[src/fetch_params_pkg.sv]
// widths and reset vector for the fetch stage, imported by every RTL module and the testbench
`default_nettype none

package fetch_params_pkg;

  // datapath widths
  localparam int unsigned INST_WD     = 32; // one rv64 instruction, no compressed
  localparam int unsigned PC_WD       = 64;
  localparam int unsigned MEM_DATA_WD = 64; // one doubleword per memory read

  // doubleword index width, also the default depth exponent of the memory
  // a smaller depth is allowed, a larger one does not fit imem_req_t
  localparam int unsigned MEM_ADDR_WD = 10;

  // byte offset bits inside one memory word
  localparam int unsigned DW_OFFSET   = 3;

  // pc step for sequential fetch
  localparam int unsigned INST_BYTES  = 4;

  // first instruction fetched after reset, must be 4-byte aligned
  localparam logic [PC_WD-1:0] RESET_PC = 64'h0000_0000_8000_0000;

endpackage : fetch_params_pkg

`default_nettype wire

[src/fetch_bus_pkg.sv]
// packed bus structs between decode, fetch and the instruction memory; import where a bus is used
`default_nettype none

package fetch_bus_pkg;

  import fetch_params_pkg::*;

  // decode -> fetch
  // stall holds fetch while decode waits on a hazard
  // sel redirects the next fetch to target
  typedef struct packed {
    logic             stall;
    logic             sel;
    logic [PC_WD-1:0] target;
  } br_bus_t;

  // fetch -> decode
  // inst sits in the upper bits, matching {inst, pc} of the older flat bus
  typedef struct packed {
    logic [INST_WD-1:0] inst;
    logic [PC_WD-1:0]   pc;
  } fs_to_ds_t;

  // pc_gen -> inst_rom
  // ren pulses together with the pc advance, addr is a doubleword index
  // of the pc being loaded, so data lines up with the new pc next cycle
  typedef struct packed {
    logic                   ren;
    logic [MEM_ADDR_WD-1:0] addr;
  } imem_req_t;

  // widths of the packed buses, handy for waveform and bus checks
  localparam int unsigned BR_BUS_WD       = $bits(br_bus_t);
  localparam int unsigned FS_TO_DS_BUS_WD = $bits(fs_to_ds_t);
  localparam int unsigned IMEM_REQ_WD     = $bits(imem_req_t);

endpackage : fetch_bus_pkg

`default_nettype wire

[src/fetch_stage.sv]
// fetch stage register with valid/allowin handshake and instruction half select, used in fetch_top
`timescale 1ns/1ps
`default_nettype none

module fetch_stage
  import fetch_params_pkg::*;
  import fetch_bus_pkg::*;
(
  input  logic                   i_clk,
  input  logic                   i_arst_n,
  // from decode
  input  br_bus_t                i_br_bus,
  input  logic                   i_ds_allowin,
  // from pc_gen and inst_rom
  input  logic [PC_WD-1:0]       i_pc,
  input  logic [MEM_DATA_WD-1:0] i_rdata,
  // pc advance strobe to pc_gen
  output logic                   o_load,
  // to decode
  output logic                   o_fs_to_ds_valid,
  output fs_to_ds_t              o_fs_to_ds_bus
);

  logic               fs_valid_q;
  logic               fs_allowin;
  logic               to_fs_valid;
  logic               br_stall;
  logic               br_sel;
  logic               pc_upper;
  logic [INST_WD-1:0] fs_inst;

  assign br_stall = i_br_bus.stall;
  assign br_sel   = i_br_bus.sel;

  // a new item is offered every cycle unless decode stalls us
  assign to_fs_valid = ~br_stall;

  // empty stage takes anything
  // a full one only when its item moves on into decode
  // every fetch completes in one cycle, so no ready_go term here
  assign fs_allowin = ~fs_valid_q | i_ds_allowin;

  // pc moves when an item is accepted or a branch redirects fetch
  assign o_load = br_sel | (to_fs_valid & fs_allowin);

  always_ff @(posedge i_clk or negedge i_arst_n) begin
    if (!i_arst_n) begin
      fs_valid_q <= 1'b0;
    end else if (fs_allowin) begin
      fs_valid_q <= to_fs_valid; // drains to empty under stall
    end
  end

  // memory returns an aligned doubleword
  // pc[2] picks the instruction inside it, upper half for the odd word
  assign pc_upper = i_pc[DW_OFFSET-1];

  always_comb begin
    if (pc_upper) begin
      fs_inst = i_rdata[INST_WD +: INST_WD];
    end else begin
      fs_inst = i_rdata[0 +: INST_WD];
    end
  end

  // pc and rdata both hold while no load happens, so the bus is stable
  // under back-pressure without an extra output register
  assign o_fs_to_ds_valid = fs_valid_q;

  always_comb begin
    o_fs_to_ds_bus      = '0;
    o_fs_to_ds_bus.inst = fs_inst;
    o_fs_to_ds_bus.pc   = i_pc;
  end

endmodule : fetch_stage

`default_nettype wire

[config.mk]
export PLATFORM = sky130hd
export DESIGN_NAME = fetch_stage
export DESIGN_NICKNAME = d
export VERILOG_FILES = /design/src/fetch_params_pkg.sv /design/src/fetch_bus_pkg.sv /design/src/fetch_stage.sv
export SDC_FILE = /design/constraint.sdc
export NUM_CORES = 1
export LEC_CHECK = 0
export ABC_AREA = 1
export BUFFER_PORTS_ARGS = -buffer_cell sky130_fd_sc_hd__buf_2
export CORE_AREA = 5 5 111 113
export DETAILED_ROUTE_END_ITERATION = 6
export DIE_AREA = 0 0 116 118
export GPL_TIMING_DRIVEN = 0
export SKIP_CTS_REPAIR_TIMING = 1
export SLEW_MARGIN = 25
export SYNTH_ARGS = -nofsm -noshare
export SYNTH_HDL_FRONTEND = slang
export SYNTH_SLANG_ARGS = --single-unit
export TNS_END_PERCENT = 100
[constraint.sdc]
create_clock -name i_clk -period 0.8 [get_ports i_clk]
set_input_delay 0.04 -clock i_clk [delete_from_list [all_inputs] [get_ports i_clk]]
set_output_delay 0.04 -clock i_clk [all_outputs]
set_load 0.005 [all_outputs]
### Word-level counts from Yosys, hierarchy flattened

Cells that the tools add are included.

| word-level totals | value |
|---|---|
| bits in registers | 1 |
| input port bits | 197 |

| operators by class | value |
|---|---|
| bitwise operators | 5 |
| multiplexer cells | 1 |

Operators with widths:

| kind | number |
|---|---|
| $mux 32 | 1 |
| $not 1->1 | 2 |
| $or 1x1->1 | 2 |
| $and 1x1->1 | 1 |

### Depth between registers and ports, before layout

| depth | value |
|---|---|
| word-level depth | 4 |
| mapped depth | 4 |
| gate-level depth less buffers | 4 |

### Least setup slack after synthesis

OpenSTA, ideal clock, no wires.

| path | value |
|---|---|
| path type | reg2reg |
| start | reg fs_valid_q (netlist: o_fs_to_ds_valid) |
| end | reg fs_valid_q (netlist: o_fs_to_ds_valid) |
| stages on the path, launching flop included | 3 |
| data arrival time | 0.486 ns |
| library setup time | 0.118 ns |
| path buffers | 0 |
| required time | 0.682 ns |
| clock period less this slack | 0.603 ns |
| setup slack | 0.197 ns |
| cell sequence | dfrtp_1 > nand2_1 > nand2_1 |

| on the way | value |
|---|---|
| cells in the longest elaborated chain, start to end | 2 |

Ends and longest elaborated chain:

| item | RTL line | source |
|---|---|---|
| start: declaration | fetch_stage.sv:24 | `logic fs_valid_q;` |
| start signal: assignment | fetch_stage.sv:50 | `fs_valid_q <= to_fs_valid;` |
| $not 1->1 | fetch_stage.sv:41 | `assign fs_allowin = ~fs_valid_q \| i_ds_allowin;` |
| $or 1x1->1 | fetch_stage.sv:41 |  |

Every way passes these cells.
A chain may end at the register's enable or synchronous reset.

### Worst setup path in the final report

| path | value |
|---|---|
| start | reg fs_valid_q (netlist: o_fs_to_ds_valid) |
| end | out o_load |

| on the way | value |
|---|---|
| cells in the longest elaborated chain, start to end | 4 |

Ends and longest elaborated chain:

| item | RTL line | source |
|---|---|---|
| $not 1->1 | fetch_stage.sv:41 |  |
| $or 1x1->1 | fetch_stage.sv:41 |  |
| $and 1x1->1 | fetch_stage.sv:44 | `assign o_load = br_sel \| (to_fs_valid & fs_allowin);` |
| $or 1x1->1 | fetch_stage.sv:44 |  |
| end: declaration | fetch_stage.sv:18 | `output logic o_load,` |

Every way passes these cells.

==> impl_results.html <==
<table>
<tr><th>Metric</th><th>Value</th></tr>
<tr><th colspan="2">Status</th></tr>
<tr><td>Status</td><td>finished clean</td></tr>
<tr><th colspan="2">Cells and area</th></tr>
<tr><td>Fraction of final layout cells with drive strength greater than 1</td><td>0.784</td></tr>
<tr><td>Number of nets in the final layout</td><td>between 500 and 600</td></tr>
<tr><td>Non-filler cells in the finished layout</td><td>between 400 and 500</td></tr>
<tr><td>Final non-filler cell area</td><td>approximately 2200 um2</td></tr>
<tr><td>Fillers</td><td>about 1,300</td></tr>
<tr><td>Post-route core utilization</td><td>0.193</td></tr>
<tr><td>Antenna Diode Count</td><td>0</td></tr>
<tr><td>Area growth from synthesis to layout</td><td>89.1%</td></tr>
<tr><td>Max FFs per register</td><td>1</td></tr>
<tr><th colspan="2">Yosys</th></tr>
<tr><td>Synth Warn #</td><td>0</td></tr>
<tr><td>Syn Std Cell Area</td><td>roughly 1100 um2</td></tr>
<tr><td>Count of distinct cell types in the synthesized netlist</td><td>10</td></tr>
<tr><td>Gate count after technology mapping</td><td>around 180</td></tr>
<tr><td>Post-Syn Area per Cell</td><td>about 6.5 um2</td></tr>
<tr><td>Portion of the post-synthesis area used by sequential elements</td><td>0.0219</td></tr>
<tr><td>Register bit total from synthesis</td><td>1</td></tr>
<tr><td>Number of nets in the synthesized netlist</td><td>372</td></tr>
<tr><th colspan="2">STA</th></tr>
<tr><td>Final setup viols</td><td>0</td></tr>
<tr><td>Final worst setup slack</td><td>0.120 ns</td></tr>
<tr><td>Final-layout setup total negative slack</td><td>0 ns</td></tr>
<tr><td>Worst slew slack as a fraction of its limit</td><td>0.902</td></tr>
<tr><td>Final worst clock skew</td><td>0 ns</td></tr>
<tr><td>Post-layout min period</td><td>a little under 0.7 ns</td></tr>
<tr><td>Fmax</td><td>roughly 1500 MHz</td></tr>
<tr><td>Unrepaired setup endpoints after global routing</td><td>false</td></tr>
<tr><td>Worst-margin pin slew</td><td>0.147 ns</td></tr>
<tr><td>Final Hold Violating Endpoints</td><td>0</td></tr>
<tr><td>Portion of the clock cycle consumed by the worst path in the final layout</td><td>0.850</td></tr>
<tr><td>Pins Over Slew Limit</td><td>0</td></tr>
<tr><th colspan="2">Critical path</th></tr>
<tr><td>List of cells traversed by the critical path</td><td>nand2_1 -&gt; nand2_1 -&gt; nand2_1 -&gt; buf_2</td></tr>
<tr><td>CP Launch Type</td><td>register</td></tr>
<tr><td>Stage delay of the slowest cell on the critical path</td><td>0.35 ns</td></tr>
<tr><td>Worst-path cell with the longest stage delay</td><td>sky130_fd_sc_hd__dfrtp_1</td></tr>
<tr><td>Required time of the critical path</td><td>0.76 ns</td></tr>
<tr><td>Worst Path Class, Setup</td><td>reg -&gt; out</td></tr>
<tr><td>Element type at the critical path end</td><td>output port</td></tr>
<tr><td>Highest net fanout along the worst path</td><td>2</td></tr>
<tr><td>Most repeated library cell on the critical path</td><td>sky130_fd_sc_hd__nand2_1</td></tr>
<tr><td>Worst path arrival time</td><td>0.64 ns</td></tr>
<tr><th colspan="2">Global routing</th></tr>
<tr><td>Pin count of the biggest net entering global routing</td><td>11</td></tr>
<tr><td>Overall track demand over capacity in global routing</td><td>0.0512</td></tr>
<tr><td>Sum of overflow across all layers after global routing</td><td>0</td></tr>
<tr><td>First-pass GRT wire length</td><td>a little over 6 mm</td></tr>
<tr><td>Via count of the first global-routing pass</td><td>between 1,000 and 1,500</td></tr>
<tr><td>Antenna violations before repair</td><td>0</td></tr>
<tr><th colspan="2">Pwr</th></tr>
<tr><td>Static power due to leakage</td><td>1.38 nW</td></tr>
<tr><td>Proportion of total power due to net switching</td><td>0.366</td></tr>
<tr><td>Power per cell area</td><td>508 nW/um2</td></tr>
<tr><td>Proportion of power drawn by flip-flops and latches</td><td>0.051</td></tr>
<tr><td>Clock group share of total power</td><td>0</td></tr>
<tr><td>Fraction of power consumed by combinational cells</td><td>0.949</td></tr>
<tr><td>Internal portion of total power</td><td>0.698 mW</td></tr>
<tr><td>Switching power summed over all nets</td><td>a little over 0.4 mW</td></tr>
<tr><td>Worst IR drop on VDD</td><td>approximately 150 uV</td></tr>
<tr><th colspan="2">Drt</th></tr>
<tr><td>Routed wire length</td><td>around 4.4 mm</td></tr>
<tr><td>Final ANT Viol Nets</td><td>0</td></tr>
<tr><td>Iteration-0 DRC count of the detailed router</td><td>14</td></tr>
<tr><td>Count of unresolved DRC violations after routing</td><td>0</td></tr>
<tr><td>Detailed-route vias per instance</td><td>3.07</td></tr>
<tr><td>Total number of vias</td><td>~1,500</td></tr>
<tr><td>Detailed-routing iteration count for the pre-antenna-repair pass</td><td>3</td></tr>
<tr><td>Routed wire length per instance</td><td>just over 9 um</td></tr>
<tr><th colspan="2">Floorplanning</th></tr>
<tr><td>Full die area</td><td>~14,000 um2</td></tr>
<tr><td>Initial Util</td><td>0.102</td></tr>
<tr><td>Die W</td><td>roughly 120 um</td></tr>
<tr><td>I/O pins</td><td>approximately 300</td></tr>
<tr><td>Core Footprint</td><td>~11,000 um2</td></tr>
<tr><td>Height of the die</td><td>between 100 and 150 um</td></tr>
<tr><td>Std-Cell Rows</td><td>39</td></tr>
<tr><th colspan="2">Clocking</th></tr>
<tr><td>Reg clk slew, reported paths</td><td>0 ns</td></tr>
<tr><td>Clock latency of the later-clocked register in the worst-skew pair</td><td>0 ns</td></tr>
<tr><th colspan="2">Place</th></tr>
<tr><td>Placed insts</td><td>between 400 and 500</td></tr>
<tr><td>Port buffer count</td><td>approximately 170</td></tr>
<tr><td>Post-placement setup slack</td><td>approximately 0.10 ns</td></tr>
<tr><td>Total placed instance area</td><td>approximately 2200 um2</td></tr>
<tr><td>Final weighted congestion in routability-driven placement</td><td>a little under 0.8</td></tr>
<tr><td>Placed wire-length estimate after detailed placement</td><td>about 4.2 mm</td></tr>
<tr><th colspan="2">Min path</th></tr>
<tr><td>Class of the tightest hold or removal check</td><td>in -&gt; reg</td></tr>
<tr><th colspan="2">Flow run</th></tr>
<tr><td>Max-capacitance violation count</td><td>0</td></tr>
</table>
## placed cells by master, fill, tap and decap left out
cell,instances
sky130_fd_sc_hd__buf_2,166
sky130_fd_sc_hd__o21ai_2,29
sky130_fd_sc_hd__dfrtp_1,1
sky130_fd_sc_hd__buf_8,3
sky130_fd_sc_hd__o21ai_0,3
sky130_fd_sc_hd__nand2_2,2
sky130_fd_sc_hd__buf_12,1
sky130_fd_sc_hd__dlygate4sd3_1,1
sky130_fd_sc_hd__buf_4,64
sky130_fd_sc_hd__buf_6,3
sky130_fd_sc_hd__inv_1,35
sky130_fd_sc_hd__nand2_1,34
## synthesized netlist by cell type
cell                      count  area (um2)
sky130_fd_sc_hd__buf_4       64         480
sky130_fd_sc_hd__inv_1       35         131
sky130_fd_sc_hd__nand2_1     34         128
sky130_fd_sc_hd__o21ai_2     29         254
sky130_fd_sc_hd__buf_6        3        33.8
sky130_fd_sc_hd__buf_8        3        45.0
sky130_fd_sc_hd__o21ai_0      3        15.0
sky130_fd_sc_hd__nand2_2      2        12.5
sky130_fd_sc_hd__buf_12       1        20.0
sky130_fd_sc_hd__dfrtp_1      1        25.0
## area by class of cell
| class | instances | area, um2 | area share |
|---|---|---|---|
| Timing Repair Buffer | 167 | 841 | 0.388 |
| Multi-Input combinational cell | 68 | 409 | 0.189 |
| Buffer | 71 | 579 | 0.268 |
| Inverter | 35 | 131 | 0.0607 |
| Tap cell | 143 | 179 | 0.0827 |
| Sequential cell | 1 | 25.0 | 0.0116 |
## logic make-up (layout without fill, tap and decap cells)
family                 Yosys count  count (layout)  share of synthesized area
AO/OA/AOI/OAI                   32              32                      0.235
AND/OR/NAND/NOR                 36              36                      0.122
buffers and inverters          106             273                      0.621
flip-flops                       1               1                     0.0219
## routing by layer
metal	part of all wire	up-vias	routed length, um	track usage
met1	0.35	563	1550	0.0578
met2	0.49	131	2150	0.103
met5	0	-	0	0
li1	-	791	-	-
met4	0.0092	0	41	0.00435
met3	0.16	4	693	0.00566
## worst max-delay path, delay by kind of cell (launching register included)
family                 cells  cell delay, ns
buffers and inverters      1            0.10
and+or+nand+nor            3            0.18
DFF                        1            0.35
## through the flow
step           hold slack, ns  power (mW)
5_1_grt                 0.242        1.21
4_1_cts                -0.184        1.12
3_3_place_gp           -0.186        1.11
6_report                0.227        1.10
2_1_floorplan          -0.256       0.626
3_5_place_dp           -0.183        1.12
## path summary, 6_finish.rpt
kind	from	depth (start not counted)	slack, ns	end
setup / recovery	o_fs_to_ds_valid$_DFFE_PN0P_	4	0.12	o_load
hold / removal	i_br_bus[65]	2	0.23	o_fs_to_ds_valid$_DFFE_PN0P_
setup reg to reg	o_fs_to_ds_valid$_DFFE_PN0P_	2	0.19	o_fs_to_ds_valid$_DFFE_PN0P_
hold reg to reg	o_fs_to_ds_valid$_DFFE_PN0P_	2	0.49	o_fs_to_ds_valid$_DFFE_PN0P_
max in group asynchronous	i_arst_n	2	0.36	o_fs_to_ds_valid$_DFFE_PN0P_
min in group asynchronous	i_arst_n	2	0.36	o_fs_to_ds_valid$_DFFE_PN0P_
## power by group through the flow
stage               Clock [mW]  Combinational (mW)  Sequential (mW)
detailed placement           0                1.06           0.0570
finish                       0                1.04           0.0566
floorplan                    0               0.569           0.0570
global route                 0                1.15           0.0568
global placement             0                1.06           0.0564
CTS                          0                1.06           0.0566
Power figures use the tool's default switching activity.
