$ cat config.mk
export PLATFORM = sky130hd
export DESIGN_NAME = pc_gen
export DESIGN_NICKNAME = d
export VERILOG_FILES = /design/src/fetch_params_pkg.sv /design/src/fetch_bus_pkg.sv /design/src/pc_gen.sv
export SDC_FILE = /design/constraint.sdc
export NUM_CORES = 1
export LEC_CHECK = 0
export ABC_AREA = 1
export BUFFER_PORTS_ARGS = -buffer_cell sky130_fd_sc_hd__buf_2
export CORE_MARGIN = 8
export CORE_UTILIZATION = 30
export CTS_BUF_LIST = sky130_fd_sc_hd__clkbuf_2
export CTS_CLUSTER_SIZE = 10
export DETAILED_ROUTE_END_ITERATION = 10
export MAX_ROUTING_LAYER = met4
export PLACE_DENSITY_LB_ADDON = 0.12
export SETUP_SLACK_MARGIN = 0.02
export SKIP_CTS_REPAIR_TIMING = 1
export SYNTH_ARGS = -nofsm -noshare
export SYNTH_HDL_FRONTEND = slang
export SYNTH_SLANG_ARGS = --single-unit
$ cat constraint.sdc
create_clock -name i_clk -period 2.65 [get_ports i_clk]
set_input_delay 0.795 -clock i_clk [delete_from_list [all_inputs] [get_ports i_clk]]
set_output_delay 0.795 -clock i_clk [all_outputs]
set_load 0.01 [all_outputs]
$ cat src/fetch_params_pkg.sv
// widths and reset vector for the fetch stage, imported by every RTL module and the testbench
`default_nettype none

package fetch_params_pkg;

  // datapath widths
  localparam int unsigned INST_WD     = 32; // one rv64 instruction, no compressed
  localparam int unsigned PC_WD       = 64;
  localparam int unsigned MEM_DATA_WD = 64; // one doubleword per memory read

  // doubleword index width, also the default depth exponent of the memory
  // a smaller depth is allowed, a larger one does not fit imem_req_t
  localparam int unsigned MEM_ADDR_WD = 10;

  // byte offset bits inside one memory word
  localparam int unsigned DW_OFFSET   = 3;

  // pc step for sequential fetch
  localparam int unsigned INST_BYTES  = 4;

  // first instruction fetched after reset, must be 4-byte aligned
  localparam logic [PC_WD-1:0] RESET_PC = 64'h0000_0000_8000_0000;

endpackage : fetch_params_pkg

`default_nettype wire

$ cat src/fetch_bus_pkg.sv
// packed bus structs between decode, fetch and the instruction memory; import where a bus is used
`default_nettype none

package fetch_bus_pkg;

  import fetch_params_pkg::*;

  // decode -> fetch
  // stall holds fetch while decode waits on a hazard
  // sel redirects the next fetch to target
  typedef struct packed {
    logic             stall;
    logic             sel;
    logic [PC_WD-1:0] target;
  } br_bus_t;

  // fetch -> decode
  // inst sits in the upper bits, matching {inst, pc} of the older flat bus
  typedef struct packed {
    logic [INST_WD-1:0] inst;
    logic [PC_WD-1:0]   pc;
  } fs_to_ds_t;

  // pc_gen -> inst_rom
  // ren pulses together with the pc advance, addr is a doubleword index
  // of the pc being loaded, so data lines up with the new pc next cycle
  typedef struct packed {
    logic                   ren;
    logic [MEM_ADDR_WD-1:0] addr;
  } imem_req_t;

  // widths of the packed buses, handy for waveform and bus checks
  localparam int unsigned BR_BUS_WD       = $bits(br_bus_t);
  localparam int unsigned FS_TO_DS_BUS_WD = $bits(fs_to_ds_t);
  localparam int unsigned IMEM_REQ_WD     = $bits(imem_req_t);

endpackage : fetch_bus_pkg

`default_nettype wire

$ cat src/pc_gen.sv
// program counter register with next-pc select; drives the instruction memory read, used in fetch_top
`timescale 1ns/1ps
`default_nettype none

module pc_gen
  import fetch_params_pkg::*;
  import fetch_bus_pkg::*;
#(
  parameter logic [PC_WD-1:0] P_RESET_PC = RESET_PC,
  parameter int unsigned      P_ADDR_WD  = MEM_ADDR_WD // must not exceed MEM_ADDR_WD
) (
  input  logic             i_clk,
  input  logic             i_arst_n,
  // advance strobe from fetch_stage
  input  logic             i_load,
  // branch redirect from decode
  input  br_bus_t          i_br_bus,
  // current fetch pc
  output logic [PC_WD-1:0] o_pc,
  // instruction memory read
  output imem_req_t        o_imem_req
);

  logic [PC_WD-1:0]     pc_q;
  logic [PC_WD-1:0]     seq_pc;
  logic [PC_WD-1:0]     next_pc;
  logic [P_ADDR_WD-1:0] next_idx;

  // sequential fetch, no compressed instructions
  assign seq_pc = pc_q + PC_WD'(INST_BYTES);

  // decode resolves branches, so a taken branch simply overrides pc + 4
  always_comb begin
    if (i_br_bus.sel) begin
      next_pc = i_br_bus.target;
    end else begin
      next_pc = seq_pc;
    end
  end

  // start one step early so the first load lands on the reset vector
  always_ff @(posedge i_clk or negedge i_arst_n) begin
    if (!i_arst_n) begin
      pc_q <= P_RESET_PC - PC_WD'(INST_BYTES);
    end else if (i_load) begin
      pc_q <= next_pc;
    end
  end

  assign o_pc = pc_q;

  // doubleword index of the pc being loaded
  // bits above the memory depth wrap, the upper pc bits are ignored
  assign next_idx = next_pc[DW_OFFSET +: P_ADDR_WD];

  // read issued in the same cycle as the load, data is back with the new pc
  always_comb begin
    o_imem_req      = '0;
    o_imem_req.ren  = i_load;
    o_imem_req.addr = MEM_ADDR_WD'(next_idx); // zero extend for a shallow memory
  end

endmodule : pc_gen

`default_nettype wire

---- Yosys cells after proc, flatten, opt, wreduce, memory -nomap -nowiden ----
Cells that the tools add are included.
word-level totals
  flip-flop bits (word level) ............. 64
  input port bits ......................... 69
  bits in latches ......................... 0
  memories ................................ 0
  output and inout bits ................... 75
  bits in read-only memories .............. 0
  RAM bits ................................ 0
cells by class
  reductions and logical operators ........ 0
  div/mod/pow operators ................... 0
  add/sub/neg operators ................... 1
  multiplexer cells ....................... 1
  multiply operators ...................... 0
  equality and inequality tests ........... 0
  magnitude comparators ................... 0
  shift operators ......................... 0
  bitwise gates (word level) .............. 0
operators with widths
  operator                                                         count
  64-bit by 3-bit adder with 64-bit output, second input constant  1
  64-bit two-way mux                                               1

---- Depth between registers and ports, before layout ----
Gate-level depths: netlist (run 1).
  word-level depth ........................ 2
  gate-level depth with buffers ........... 12
  depth with buffers taken out ............ 12

---- Least setup slack after synthesis (run 1) ----
OpenSTA, ideal clock, no wires.
  path kind ............................... input-to-output
  start ................................... in i_br_bus[64] (netlist bit)
  end ..................................... out o_imem_req[0] (netlist bit)
  path slack .............................. 0.233 ns
  arrival time ............................ 1.622 ns
  stages on the path ...................... 7
  buffers on the path ..................... 4
  cell sequence ........................... buf_2 -> inv_1 -> buf_2 -> buf_2 -> nand2_1 -> nand2_1 -> buf_4
on the way
  word-level cells in the longest chain between the ends .. 1
RTL lines
  element             line          RTL
  start, declared     pc_gen.sv:17  input br_bus_t i_br_bus,
  64-bit two-way mux  pc_gen.sv:34  if (i_br_bus.sel) begin
  end, declared       pc_gen.sv:21  output imem_req_t o_imem_req
No other way between the ends.

==> results of run 1 <==
## cells by family (layout without fill, tap and decap cells)
group / after synthesis / after routing / synth area share [%]
and+or+nand+nor: 652 / 652 / 51.91
buffers and inverters: 133 / 284 / 10.02
AOI/OAI and AO/OA: 71 / 71 / 7.400
DFF: 64 / 64 / 29.80
xor gates and xnor gates: 4 / 4 / 0.6376
adders and majority gates: 1 / 1 / 0.2277
other: 0 / 1 / 0
## worst max path at each step
stage	slack (ns)	depth (start not counted)	from	end
6_report	-0.37	7	o_pc[2]	o_imem_req[8]
2_1_floorplan	0.23	7	i_br_bus[64]	o_imem_req[0]
5_1_grt	-0.48	7	o_pc[3]	o_imem_req[9]
3_5_place_dp	0.13	7	o_pc[3]	o_imem_req[9]
3_3_place_gp	0.14	7	o_pc[3]	o_imem_req[9]
4_1_cts	-0.60	7	o_pc[3]	o_imem_req[9]
## cells in the mapped netlist, types with 3 or more instances
cell type                  instances
sky130_fd_sc_hd__a31oi_1           4
sky130_fd_sc_hd__dfrtp_1          35
sky130_fd_sc_hd__a21oi_1          14
sky130_fd_sc_hd__inv_1            93
sky130_fd_sc_hd__xor2_1            3
sky130_fd_sc_hd__o21bai_1          3
sky130_fd_sc_hd__o211ai_1         11
sky130_fd_sc_hd__nand2_1         356
sky130_fd_sc_hd__o21ai_0          17
sky130_fd_sc_hd__nor3_1            3
sky130_fd_sc_hd__buf_2             8
sky130_fd_sc_hd__buf_4            11
sky130_fd_sc_hd__inv_2             5
sky130_fd_sc_hd__nand2_2          11
sky130_fd_sc_hd__nor2_2            8
sky130_fd_sc_hd__nand4_1          13
sky130_fd_sc_hd__nor2_4            7
sky130_fd_sc_hd__nand2_4           5
sky130_fd_sc_hd__clkbuf_1         14
sky130_fd_sc_hd__nor2_8            5
sky130_fd_sc_hd__dfstp_2          29
sky130_fd_sc_hd__nor2_1          159
sky130_fd_sc_hd__nand3_1          78
sky130_fd_sc_hd__o21ai_1          18
## power groups by stage
stage	combinational [uW]	clock, uW	sequential (uW)
after global placement	850	0	1380
after detailed placement	854	0	1380
after CTS	858	668	1370
after global routing	1010	701	1400
after floorplan	470	0	1370
final	894	640	1370
## worst max-delay path: cells and delay by family (launching register included)
family | cells | cell delay, ns
AOI/OAI and AO/OA | 1 | 0.16
and+or+nand+nor | 2 | 0.28
DFF | 1 | 0.62
buffers and inverters | 3 | 0.41
xor gates and xnor gates | 1 | 0.15
## metrics by stage
| step | utilization, % | setup WS (ns) | std cells | hold WS [ns] |
|---|---|---|---|---|
| 3_3_place_gp | 35.75 | 0.1368 | 1273 | 0.4596 |
| 6_report | 37.68 | -0.3728 | 1306 | 0.1817 |
| 2_1_floorplan | - | 0.2334 | 925 | 0.4972 |
| 3_5_place_dp | 35.75 | 0.1298 | 1273 | 0.4681 |
| 5_1_grt | 37.66 | -0.4843 | 1305 | 0.1695 |
| 4_1_cts | 36.35 | -0.6031 | 1289 | 0.1507 |
## layout make-up
class,instances,area [um^2]
timing repair buffer,169,962.2
inverter,99,375.4
sequential,64,1638
multi-input combinational,728,3395
clock inverter,6,58.81
clock buffer,10,50.05
fill,2040,11200
antenna,1,2.502
tap,229,286.5
## per-layer routing
layer / vias to the layer above / GRT usage (%) / part of all wire (%)
li1: 3181 / - / -
met1: 2793 / 26.45 / 48
met2: 151 / 30.38 / 46
met3: 21 / 2.599 / 4.6
met4: 0 / 5.888 / 1.7
met5: - / - / 0
==> impl_metrics.prom, run 1 <==
# TYPE chip_impl_metric gauge
chip_impl_metric{name="reg2regPathDepth",unit=""} 10
chip_impl_metric{name="post_drt_via_cell_ratio",unit=""} 4.706
chip_impl_info{name="tritoncts",value="yes"} 1
chip_impl_metric{name="final_design_area_no_fill",unit="mm^2"} 0.006768
chip_impl_metric{name="placement.io_buffers",unit=""} 142
chip_impl_metric{name="report.final.hold_viol_count",unit=""} 0
chip_impl_metric{name="totalNegativeSetupSlack",unit="ns"} -2.570
chip_impl_metric{name="num_rows",unit=""} 49
chip_impl_metric{name="switching_power",unit="uW"} 1181
chip_impl_info{name="worstPathCellList",value="buf_6 -> clkinvlp_4 -> nor2_8 -> nand3_4 -> xor2_1 -> o21ai_1 -> buf_2"} 1
chip_impl_metric{name="clock_latency",unit="ns"} 0.60
chip_impl_info{name="status",value="finished, violations left"} 1
chip_impl_metric{name="cts-buffers-inserted",unit=""} 9
chip_impl_metric{name="drv_slew",unit=""} 0
chip_impl_metric{name="dr.first_iter.drc_count",unit=""} 429
chip_impl_metric{name="postPlaceCellArea",unit="mm^2"} 0.006421
chip_impl_metric{name="internal_power",unit="uW"} 1720
chip_impl_metric{name="wl",unit="um"} 21630
chip_impl_info{name="most_common_cell_after_layout_fill_and_taps_aside",value="sky130_fd_sc_hd__nand2_1"} 1
chip_impl_metric{name="largest_register_ff_count",unit=""} 64
chip_impl_metric{name="largest_net_degree_at_the_start_of_global_routing",unit=""} 65
chip_impl_metric{name="routed_wire_length_per_instance",unit="um"} 16.57
chip_impl_metric{name="routabilityCongestion",unit=""} 0.9179
chip_impl_info{name="r2r_end",value="o_pc[34]"} 1
chip_impl_metric{name="vdd_drop_max",unit="mV"} 0.1617
chip_impl_metric{name="power.static_leakage",unit="uW"} 0.003445
chip_impl_metric{name="die-height",unit="um"} 151.3
chip_impl_metric{name="synth_cell_types",unit=""} 36
chip_impl_metric{name="remaining_number_of_nets_flagged_by_the_antenna_check_after_routing",unit=""} 0
chip_impl_info{name="start_kind",value="flip-flop"} 1
chip_impl_metric{name="timing.slew.headroom",unit="%"} 71.20
chip_impl_metric{name="syn_area_per_cell",unit="um^2"} 5.941
chip_impl_metric{name="vias_in_the_first_global_route",unit=""} 5904
chip_impl_metric{name="route.detailed.drc",unit=""} 0
chip_impl_metric{name="synthDominantCellAreaShare",unit="%"} 24.32
chip_impl_metric{name="fin_crit_sh",unit="%"} 114.1
chip_impl_info{name="grt_setup_unrepaired",value="true"} 1
chip_impl_metric{name="synth-warning-count",unit=""} 0
chip_impl_metric{name="power_frac_seq",unit="%"} 47.1
chip_impl_metric{name="antenna_found_initial",unit=""} 0
chip_impl_info{name="mostFrequentLayoutCells",value="sky130_fd_sc_hd__nand2_1 (353), sky130_fd_sc_hd__nor2_1 (158), sky130_fd_sc_hd__buf_2 (140), sky130_fd_sc_hd__inv_1 (92), sky130_fd_sc_hd__nand3_1 (78)"} 1
chip_impl_info{name="clock-root-buffer",value="sky130_fd_sc_hd__clkbuf_2"} 1
chip_impl_metric{name="fin_nets",unit=""} 1141
chip_impl_info{name="failing_checks",value="setup timing"} 1
chip_impl_metric{name="combinationalPowerShare",unit="%"} 30.8
chip_impl_metric{name="globalRouteOverflowTotal",unit=""} 0
chip_impl_metric{name="htree_num_levels",unit=""} 3
chip_impl_metric{name="clock_power_share",unit="%"} 22.0
chip_impl_metric{name="timing.critical_path.arrival",unit="ns"} 2.23
chip_impl_metric{name="worst-endpoint-required",unit="ns"} 1.86
chip_impl_metric{name="num_io_pins",unit=""} 144
chip_impl_info{name="synthTopCellsByArea",value="sky130_fd_sc_hd__nand2_1 (24%), sky130_fd_sc_hd__dfrtp_1 (16%), sky130_fd_sc_hd__dfstp_2 (14%), sky130_fd_sc_hd__nor2_1 (11%), sky130_fd_sc_hd__nand3_1 (7.1%)"} 1
chip_impl_info{name="timing_worst_setup_path_type",value="reg2out"} 1
chip_impl_metric{name="clk_pin_slew",unit="ns"} 0.24
chip_impl_metric{name="fin_total_pwr",unit="uW"} 2901
chip_impl_metric{name="area_growth_syn_to_layout",unit="%"} 23.16
chip_impl_metric{name="initial_cell_density_of_the_core",unit="%"} 30.59
chip_impl_metric{name="cp_slowest_stage_delay",unit="ns"} 0.62
chip_impl_metric{name="synth.yosys.seq_area_share",unit="%"} 29.80
chip_impl_metric{name="synth_enable_flop_cells",unit=""} 0
chip_impl_metric{name="setup_viol_count_final",unit=""} 9
chip_impl_info{name="cpMaxStageDelayCell",value="sky130_fd_sc_hd__dfstp_2"} 1
chip_impl_info{name="regToRegStartpoint",value="o_pc[3]"} 1
chip_impl_metric{name="cp_max_fo",unit=""} 5
chip_impl_info{name="post-synth-top-area-cell",value="sky130_fd_sc_hd__nand2_1"} 1
chip_impl_metric{name="synth_register_bits",unit=""} 64
chip_impl_metric{name="maxCapViolations",unit=""} 0
chip_impl_metric{name="synth.net_count",unit=""} 995
chip_impl_metric{name="final_critical_period",unit="ns"} 3.023
chip_impl_info{name="end_kind",value="output pin"} 1
chip_impl_metric{name="summed_instance_area_of_the_synthesized_netlist",unit="mm^2"} 0.005495
chip_impl_metric{name="max_freq",unit="GHz"} 0.3308
chip_impl_metric{name="post_synth_inst_count",unit=""} 925
chip_impl_metric{name="ctsLongestPathBuffers",unit=""} 2
chip_impl_metric{name="clock_sink_count",unit=""} 64
chip_impl_metric{name="post_route_cells_drive_above_1_share",unit="%"} 25.46
chip_impl_metric{name="drt_pass1_iterations",unit=""} 5
chip_impl_metric{name="core_region_area",unit="mm^2"} 0.01796
chip_impl_metric{name="groute.usage.overall",unit="%"} 19.72
chip_impl_metric{name="setup_slack",unit="ns"} -0.3728
chip_impl_metric{name="die_w",unit="um"} 151.3
chip_impl_metric{name="detailedPlacementHpwl",unit="um"} 17240
chip_impl_metric{name="power.density_cell_area",unit="mW/mm^2"} 428.6
chip_impl_metric{name="reg2reg_slack",unit="ns"} 0.37
chip_impl_metric{name="grt_pass1_wl",unit="um"} 33290
chip_impl_metric{name="num_vias",unit=""} 6146
chip_impl_metric{name="synth_async_sr_flop_share",unit="%"} 100.0
chip_impl_info{name="hold_path_class",value="in2async"} 1
chip_impl_info{name="synth_top_flop_cell",value="sky130_fd_sc_hd__dfrtp_1"} 1
chip_impl_metric{name="worstMarginPinSlew",unit="ns"} 0.4306
chip_impl_metric{name="die_footprint",unit="mm^2"} 0.02290
chip_impl_metric{name="skew",unit="ns"} 0.05246
chip_impl_metric{name="power_switching_share",unit="%"} 40.71
Note: power is estimated with default switching activity, not from simulation.
==> run 2, diff against run 1 <==
Clock period 2.65 ns to 3.3 ns, I/O delays scaled along.
==> run 2 against run 1 <==
  * Clock-buffer cell count up 1
  * First-iteration DRC count down 5.6%
  * The run now ends clean
  * Register-to-register slack better by 0.68 ns
  * Design area down 0.98%
  * Die area unchanged
  * Power down 21%
  * Clock power down 23%
==> impl_metrics.prom, run 2 (synthesized netlist as in run 1, its figures left out) <==
# TYPE chip_impl_metric gauge
chip_impl_metric{name="fillers",unit=""} 2086
chip_impl_metric{name="internal_power",unit="uW"} 1376
chip_impl_metric{name="worstMarginPinSlew",unit="ns"} 0.5061
chip_impl_metric{name="die-height",unit="um"} 151.3
chip_impl_metric{name="dr.first_iter.drc_count",unit=""} 405
chip_impl_metric{name="die_w",unit="um"} 151.3
chip_impl_metric{name="htree_num_levels",unit=""} 3
chip_impl_metric{name="route.detailed.drc",unit=""} 0
chip_impl_metric{name="timing.slew.headroom",unit="%"} 66.26
chip_impl_metric{name="timing.critical_path.arrival",unit="ns"} 2.25
chip_impl_info{name="timing_worst_setup_path_type",value="reg2out"} 1
chip_impl_metric{name="setup_viol_count_final",unit=""} 0
chip_impl_metric{name="fin_crit_sh",unit="%"} 98.16
chip_impl_metric{name="initial_cell_density_of_the_core",unit="%"} 30.59
chip_impl_metric{name="num_io_pins",unit=""} 144
chip_impl_metric{name="power.static_leakage",unit="uW"} 0.003406
chip_impl_metric{name="globalRouteOverflowTotal",unit=""} 0
chip_impl_metric{name="num_vias",unit=""} 6235
chip_impl_info{name="start_kind",value="flip-flop"} 1
chip_impl_info{name="status",value="finished, final reports clean"} 1
chip_impl_metric{name="ctsLongestPathBuffers",unit=""} 2
chip_impl_info{name="mostFrequentLayoutCells",value="sky130_fd_sc_hd__nand2_1 (355), sky130_fd_sc_hd__nor2_1 (158), sky130_fd_sc_hd__buf_2 (141), sky130_fd_sc_hd__inv_1 (92), sky130_fd_sc_hd__nand3_1 (78)"} 1
chip_impl_metric{name="groute.usage.overall",unit="%"} 19.82
chip_impl_metric{name="totalNegativeSetupSlack",unit="ns"} 0
chip_impl_metric{name="core_region_area",unit="mm^2"} 0.01796
chip_impl_metric{name="power_switching_share",unit="%"} 40.24
chip_impl_metric{name="detailedPlacementHpwl",unit="um"} 17400
chip_impl_metric{name="num_rows",unit=""} 49
chip_impl_metric{name="grt_pass1_wl",unit="um"} 33610
chip_impl_metric{name="maxCapViolations",unit=""} 0
chip_impl_metric{name="cts-buffers-inserted",unit=""} 9
chip_impl_metric{name="drv_slew",unit=""} 0
chip_impl_metric{name="vdd_drop_max",unit="mV"} 0.1445
chip_impl_metric{name="combinationalPowerShare",unit="%"} 30.9
chip_impl_metric{name="worst-endpoint-required",unit="ns"} 2.31
chip_impl_metric{name="clock_sink_count",unit=""} 64
chip_impl_metric{name="post_route_cells_drive_above_1_share",unit="%"} 24.67
chip_impl_metric{name="placement.io_buffers",unit=""} 142
chip_impl_info{name="end_kind",value="output pin"} 1
chip_impl_metric{name="area_used_by_sequential_logic_in_the_layout",unit="mm^2"} 0.001638
chip_impl_metric{name="remaining_number_of_nets_flagged_by_the_antenna_check_after_routing",unit=""} 0
chip_impl_metric{name="switching_power",unit="uW"} 926.8
chip_impl_info{name="clock-root-buffer",value="sky130_fd_sc_hd__clkbuf_2"} 1
chip_impl_metric{name="clk_pin_slew",unit="ns"} 0.22
chip_impl_metric{name="multi_input_comb_area",unit="mm^2"} 0.003388
chip_impl_metric{name="routabilityCongestion",unit=""} 0.9144
chip_impl_info{name="tritoncts",value="yes"} 1
chip_impl_metric{name="fin_nets",unit=""} 1139
chip_impl_metric{name="clock_power_share",unit="%"} 21.5
chip_impl_metric{name="antenna_found_initial",unit=""} 1
chip_impl_metric{name="routed_wire_length_per_instance",unit="um"} 16.67
chip_impl_metric{name="drt_pass1_iterations",unit=""} 5
chip_impl_metric{name="power_frac_seq",unit="%"} 47.6
chip_impl_metric{name="postPlaceCellArea",unit="mm^2"} 0.006389
chip_impl_metric{name="cp_max_fo",unit=""} 6
chip_impl_metric{name="post_drt_via_cell_ratio",unit=""} 4.781
chip_impl_metric{name="final_design_area_no_fill",unit="mm^2"} 0.006701
chip_impl_metric{name="largest_net_degree_at_the_start_of_global_routing",unit=""} 43
chip_impl_metric{name="clock_latency",unit="ns"} 0.58
chip_impl_metric{name="die_footprint",unit="mm^2"} 0.02290
chip_impl_info{name="most_common_cell_after_layout_fill_and_taps_aside",value="sky130_fd_sc_hd__nand2_1"} 1
chip_impl_metric{name="largest_register_ff_count",unit=""} 64
chip_impl_metric{name="area_growth_syn_to_layout",unit="%"} 21.95
chip_impl_metric{name="power.density_cell_area",unit="mW/mm^2"} 343.6
chip_impl_metric{name="report.final.hold_viol_count",unit=""} 0
chip_impl_metric{name="final_critical_period",unit="ns"} 3.239
chip_impl_info{name="grt_setup_unrepaired",value="true"} 1
chip_impl_metric{name="vias_in_the_first_global_route",unit=""} 6050
chip_impl_metric{name="skew",unit="ns"} 0.04763
chip_impl_metric{name="max_freq",unit="GHz"} 0.3087
chip_impl_info{name="hold_path_class",value="in2async"} 1
chip_impl_metric{name="wl",unit="um"} 21730
## run 2: changes by cell type in the layout (fill, tap and decap cells not counted), sizes merged
cell / delta
inv: -1
clkinv: +1
clkinvlp: -1
clkbuf: +1
buf: -2
## run 2: power by group through the flow
stage / Clock [uW] / Sequential (uW) / Combinational (uW)
finish: 494 / 1100 / 712
global route: 549 / 1120 / 808
CTS: 522 / 1100 / 680
detailed placement: 0 / 1110 / 677
global placement: 0 / 1110 / 674
floorplan: 0 / 1100 / 377
## run 2: area by class of cell
type	instances	share of cell area, %
clock buffers	11	0.8215
clock inverters	5	0.7095
diodes	1	0.03734
inverters	99	5.601
multi-input cells	728	50.56
repair buffers	167	13.55
well taps	229	4.276
flip-flops and latches	64	24.44
## run 2: final timing paths
path,from,endpoint,slack [ns],cells past startpoint
max reg2reg,o_pc[3],o_pc[34],1.05,9
min,i_arst_n,o_pc[38],0.33,1
max in group asynchronous,i_arst_n,o_pc[18],2.18,2
min reg2reg,o_pc[0],o_pc[0],0.50,2
min in group i_clk,o_pc[0],o_pc[0],0.50,2
max,o_pc[3],o_imem_req[9],0.06,7
## run 2: metrics by stage
stage               hold WS [ns]  worst slack, ns  std cells  total power (uW)  utilization (%)
global route              0.2963         -0.07475       1304              2477            37.31
floorplan                 0.4972           0.4934        925              1478                -
detailed placement        0.4646           0.5173       1272              1786            35.56
CTS                       0.2663          -0.1462       1288              2298            36.14
global placement          0.4636           0.5376       1272              1782            35.56
finish                    0.3323          0.06058       1304              2303            37.31
## run 2: per-layer routing
layer	GRT usage [%]	vias to the layer above	part of all wire (%)
met4	4.948	0	1.5
li1	-	3179	-
met1	25.99	2875	47
met5	-	-	0
met3	3.167	25	5.2
met2	31.29	156	46
## run 2: worst max-delay path, stage by stage (launching register included)
cell and delay, ns:
sky130_fd_sc_hd__dfstp_2 0.63, sky130_fd_sc_hd__ha_4 0.17, sky130_fd_sc_hd__nand2_4 0.07, sky130_fd_sc_hd__nor2_8 0.22
sky130_fd_sc_hd__nand3_4 0.11, sky130_fd_sc_hd__xor2_1 0.16, sky130_fd_sc_hd__o21ai_1 0.16, sky130_fd_sc_hd__buf_2 0.16
==> run 3, diff against run 2 <==
Settings changed: PLACE_DENSITY from default to 0.47, PLACE_DENSITY_LB_ADDON 0.12 to default.
==> run 3 against run 2 <==
  * Non-clock buffer count down 6
  * Utilization down 0.47 points
  * Clock-buffer cell count down 2
  * Design area down 1.3%
  * Critical path depth unchanged
  * Critical endpoint unchanged
  * Largest cell class unchanged
==> impl_metrics.prom, run 3 (synthesized netlist as in run 1, its figures left out) <==
# TYPE chip_impl_metric gauge
chip_impl_metric{name="final_critical_period",unit="ns"} 3.286
chip_impl_metric{name="maxCapViolations",unit=""} 0
chip_impl_metric{name="htree_num_levels",unit=""} 3
chip_impl_metric{name="largest_net_degree_at_the_start_of_global_routing",unit=""} 45
chip_impl_metric{name="post_drt_via_cell_ratio",unit=""} 4.754
chip_impl_info{name="end_kind",value="output pin"} 1
chip_impl_metric{name="globalRouteOverflowTotal",unit=""} 0
chip_impl_metric{name="wl",unit="um"} 21520
chip_impl_metric{name="fillers",unit=""} 2082
chip_impl_metric{name="totalNegativeSetupSlack",unit="ns"} 0
chip_impl_metric{name="clock_latency",unit="ns"} 0.62
chip_impl_metric{name="timing.critical_path.arrival",unit="ns"} 2.30
chip_impl_metric{name="finalHoldWorstSlack",unit="ns"} 0.2764
chip_impl_metric{name="clk_pin_slew",unit="ns"} 0.26
chip_impl_metric{name="routed_wire_length_per_instance",unit="um"} 16.58
chip_impl_metric{name="worstMarginPinSlew",unit="ns"} 0.5116
chip_impl_metric{name="cp_max_fo",unit=""} 6
chip_impl_metric{name="routabilityCongestion",unit=""} 0.9276
chip_impl_metric{name="setup_slack",unit="ns"} 0.01410
chip_impl_metric{name="die_w",unit="um"} 151.3
chip_impl_info{name="cpMaxStageDelayCell",value="sky130_fd_sc_hd__dfstp_2"} 1
chip_impl_info{name="hold_path_class",value="in2async"} 1
chip_impl_info{name="grt_setup_unrepaired",value="true"} 1
chip_impl_info{name="cpLargestDelayFamily",value="flip-flops"} 1
chip_impl_metric{name="vdd_drop_max",unit="mV"} 0.1454
chip_impl_info{name="clock-root-buffer",value="sky130_fd_sc_hd__clkbuf_2"} 1
chip_impl_metric{name="clock_power_share",unit="%"} 22.7
chip_impl_metric{name="remaining_number_of_nets_flagged_by_the_antenna_check_after_routing",unit=""} 0
chip_impl_metric{name="drv_slew",unit=""} 0
chip_impl_metric{name="setup_viol_count_final",unit=""} 0
chip_impl_metric{name="timing.slew.headroom",unit="%"} 65.90
chip_impl_metric{name="power.density_cell_area",unit="mW/mm^2"} 349.0
chip_impl_metric{name="dp_slack",unit="ns"} 0.5508
chip_impl_metric{name="core_region_area",unit="mm^2"} 0.01796
chip_impl_metric{name="initial_cell_density_of_the_core",unit="%"} 30.59
chip_impl_metric{name="groute.usage.overall",unit="%"} 19.41
chip_impl_metric{name="num_rows",unit=""} 49
chip_impl_metric{name="num_vias",unit=""} 6171
chip_impl_metric{name="placement.io_buffers",unit=""} 142
chip_impl_metric{name="switching_power",unit="uW"} 950.7
chip_impl_metric{name="cts-buffers-inserted",unit=""} 9
chip_impl_metric{name="num_io_pins",unit=""} 144
chip_impl_metric{name="post_layout_nonfiller_instances",unit=""} 1298
chip_impl_metric{name="die_footprint",unit="mm^2"} 0.02290
chip_impl_metric{name="power_switching_share",unit="%"} 41.17
chip_impl_metric{name="antenna_found_initial",unit=""} 1
chip_impl_metric{name="largest_register_ff_count",unit=""} 64
chip_impl_metric{name="drt_pass1_iterations",unit=""} 5
chip_impl_metric{name="worst-endpoint-required",unit="ns"} 2.31
chip_impl_metric{name="die-height",unit="um"} 151.3
chip_impl_metric{name="area_used_by_sequential_logic_in_the_layout",unit="mm^2"} 0.001638
chip_impl_metric{name="skew",unit="ns"} 0.05471
chip_impl_info{name="timing_worst_setup_path_type",value="reg2out"} 1
chip_impl_metric{name="max_freq",unit="GHz"} 0.3043
chip_impl_info{name="most_common_cell_after_layout_fill_and_taps_aside",value="sky130_fd_sc_hd__nand2_1"} 1
chip_impl_metric{name="route.detailed.drc",unit=""} 0
chip_impl_metric{name="detailedPlacementHpwl",unit="um"} 17150
chip_impl_metric{name="multi_input_comb_area",unit="mm^2"} 0.003348
chip_impl_info{name="start_kind",value="flip-flop"} 1
chip_impl_metric{name="grt_pass1_wl",unit="um"} 33070
chip_impl_metric{name="internal_power",unit="uW"} 1359
chip_impl_metric{name="fin_nets",unit=""} 1133
chip_impl_metric{name="combinationalPowerShare",unit="%"} 29.6
chip_impl_metric{name="ctsLongestPathBuffers",unit=""} 2
chip_impl_metric{name="fin_crit_sh",unit="%"} 99.57
chip_impl_metric{name="report.final.hold_viol_count",unit=""} 0
chip_impl_metric{name="power.static_leakage",unit="uW"} 0.003384
chip_impl_info{name="mostFrequentLayoutCells",value="sky130_fd_sc_hd__nand2_1 (356), sky130_fd_sc_hd__nor2_1 (159), sky130_fd_sc_hd__buf_2 (142), sky130_fd_sc_hd__inv_1 (93), sky130_fd_sc_hd__nand3_1 (78)"} 1
chip_impl_metric{name="place_inst",unit=""} 1271
chip_impl_info{name="tritoncts",value="yes"} 1
chip_impl_metric{name="fin_total_pwr",unit="uW"} 2309
chip_impl_metric{name="cp_slowest_stage_delay",unit="ns"} 0.64
chip_impl_metric{name="vias_in_the_first_global_route",unit=""} 5934
chip_impl_metric{name="area_growth_syn_to_layout",unit="%"} 20.40
chip_impl_info{name="worstPathCellList",value="ha_4 -> nand2_4 -> nor2_8 -> nand3_4 -> xor2_1 -> o21ai_1 -> buf_2"} 1
chip_impl_info{name="status",value="finished, final reports clean"} 1
chip_impl_metric{name="post_route_cells_drive_above_1_share",unit="%"} 23.97
chip_impl_metric{name="cp_num_buf_inv",unit=""} 1
chip_impl_metric{name="dr.first_iter.drc_count",unit=""} 380
chip_impl_metric{name="clock_sink_count",unit=""} 64
chip_impl_metric{name="power_frac_seq",unit="%"} 47.7
[run 3: cell types whose count changed in the layout (fill, tap and decap cells not counted), sizes merged]
cell      before  now
buf          167  161
clkbuf        11    9
clkinv         4    2
clkinvlp       1    3
inv           98  100
[run 3: worst register-to-register path, cell delays in order (launching register included)]
cell                      delay [ns]
sky130_fd_sc_hd__dfstp_2        0.64
sky130_fd_sc_hd__ha_4           0.16
sky130_fd_sc_hd__nand2_4        0.07
sky130_fd_sc_hd__nor2_8         0.22
sky130_fd_sc_hd__nand3_4        0.12
sky130_fd_sc_hd__buf_4          0.16
sky130_fd_sc_hd__inv_2          0.06
sky130_fd_sc_hd__nand2_2        0.10
sky130_fd_sc_hd__nor2_2         0.25
sky130_fd_sc_hd__nand3_1        0.12
sky130_fd_sc_hd__nand3_1        0.13
sky130_fd_sc_hd__nand2_1        0.06
sky130_fd_sc_hd__nand2_1        0.06
[run 3: routing by layer]
layer | global-route usage (%) | vias up | wire length (um)
met2 | 30.67 | 158 | 9892
met1 | 25.28 | 2829 | 10240
met5 | - | - | 0
met3 | 2.808 | 22 | 960
li1 | - | 3162 | -
met4 | 5.641 | 0 | 430
[run 3: final timing paths]
check,start,to,slack (ns),cells after the start
worst max register to register,o_pc[3],o_pc[44],1.09,12
min in group i_clk,o_pc[0],o_pc[0],0.51,2
max in group asynchronous,i_arst_n,o_pc[23],2.23,2
worst max-delay path,o_pc[3],o_imem_req[9],0.01,7
worst min-delay path,i_arst_n,o_pc[53],0.28,1
worst min register to register,o_pc[0],o_pc[0],0.51,2
[run 3: cell type report]
cell class                      count  share of cell area (%)
Sequential cell                    64                   24.75
Clock inverter                      7                   1.078
Tap cell                          229                   4.331
Clock buffer                        9                  0.6808
Antenna cell                        1                 0.03782
Timing Repair Buffer              161                   12.90
Multi-Input combinational cell    728                   50.61
Inverter                           99                   5.616
[run 3: power by group through the flow]
stage	Combinational, uW	Clock [uW]	Sequential [uW]
floorplan	377	0	1100
global placement	673	0	1110
detailed placement	674	0	1110
CTS	677	553	1100
global route	774	573	1120
finish	683	525	1100
[run 3: per-stage QoR]
stage                     util, %  instance area (um^2)
after floorplan                 -                  5495
after global placement      35.52                  6381
after detailed placement    35.52                  6381
after CTS                   36.17                  6497
after global routing        36.83                  6616
final                       36.83                  6616
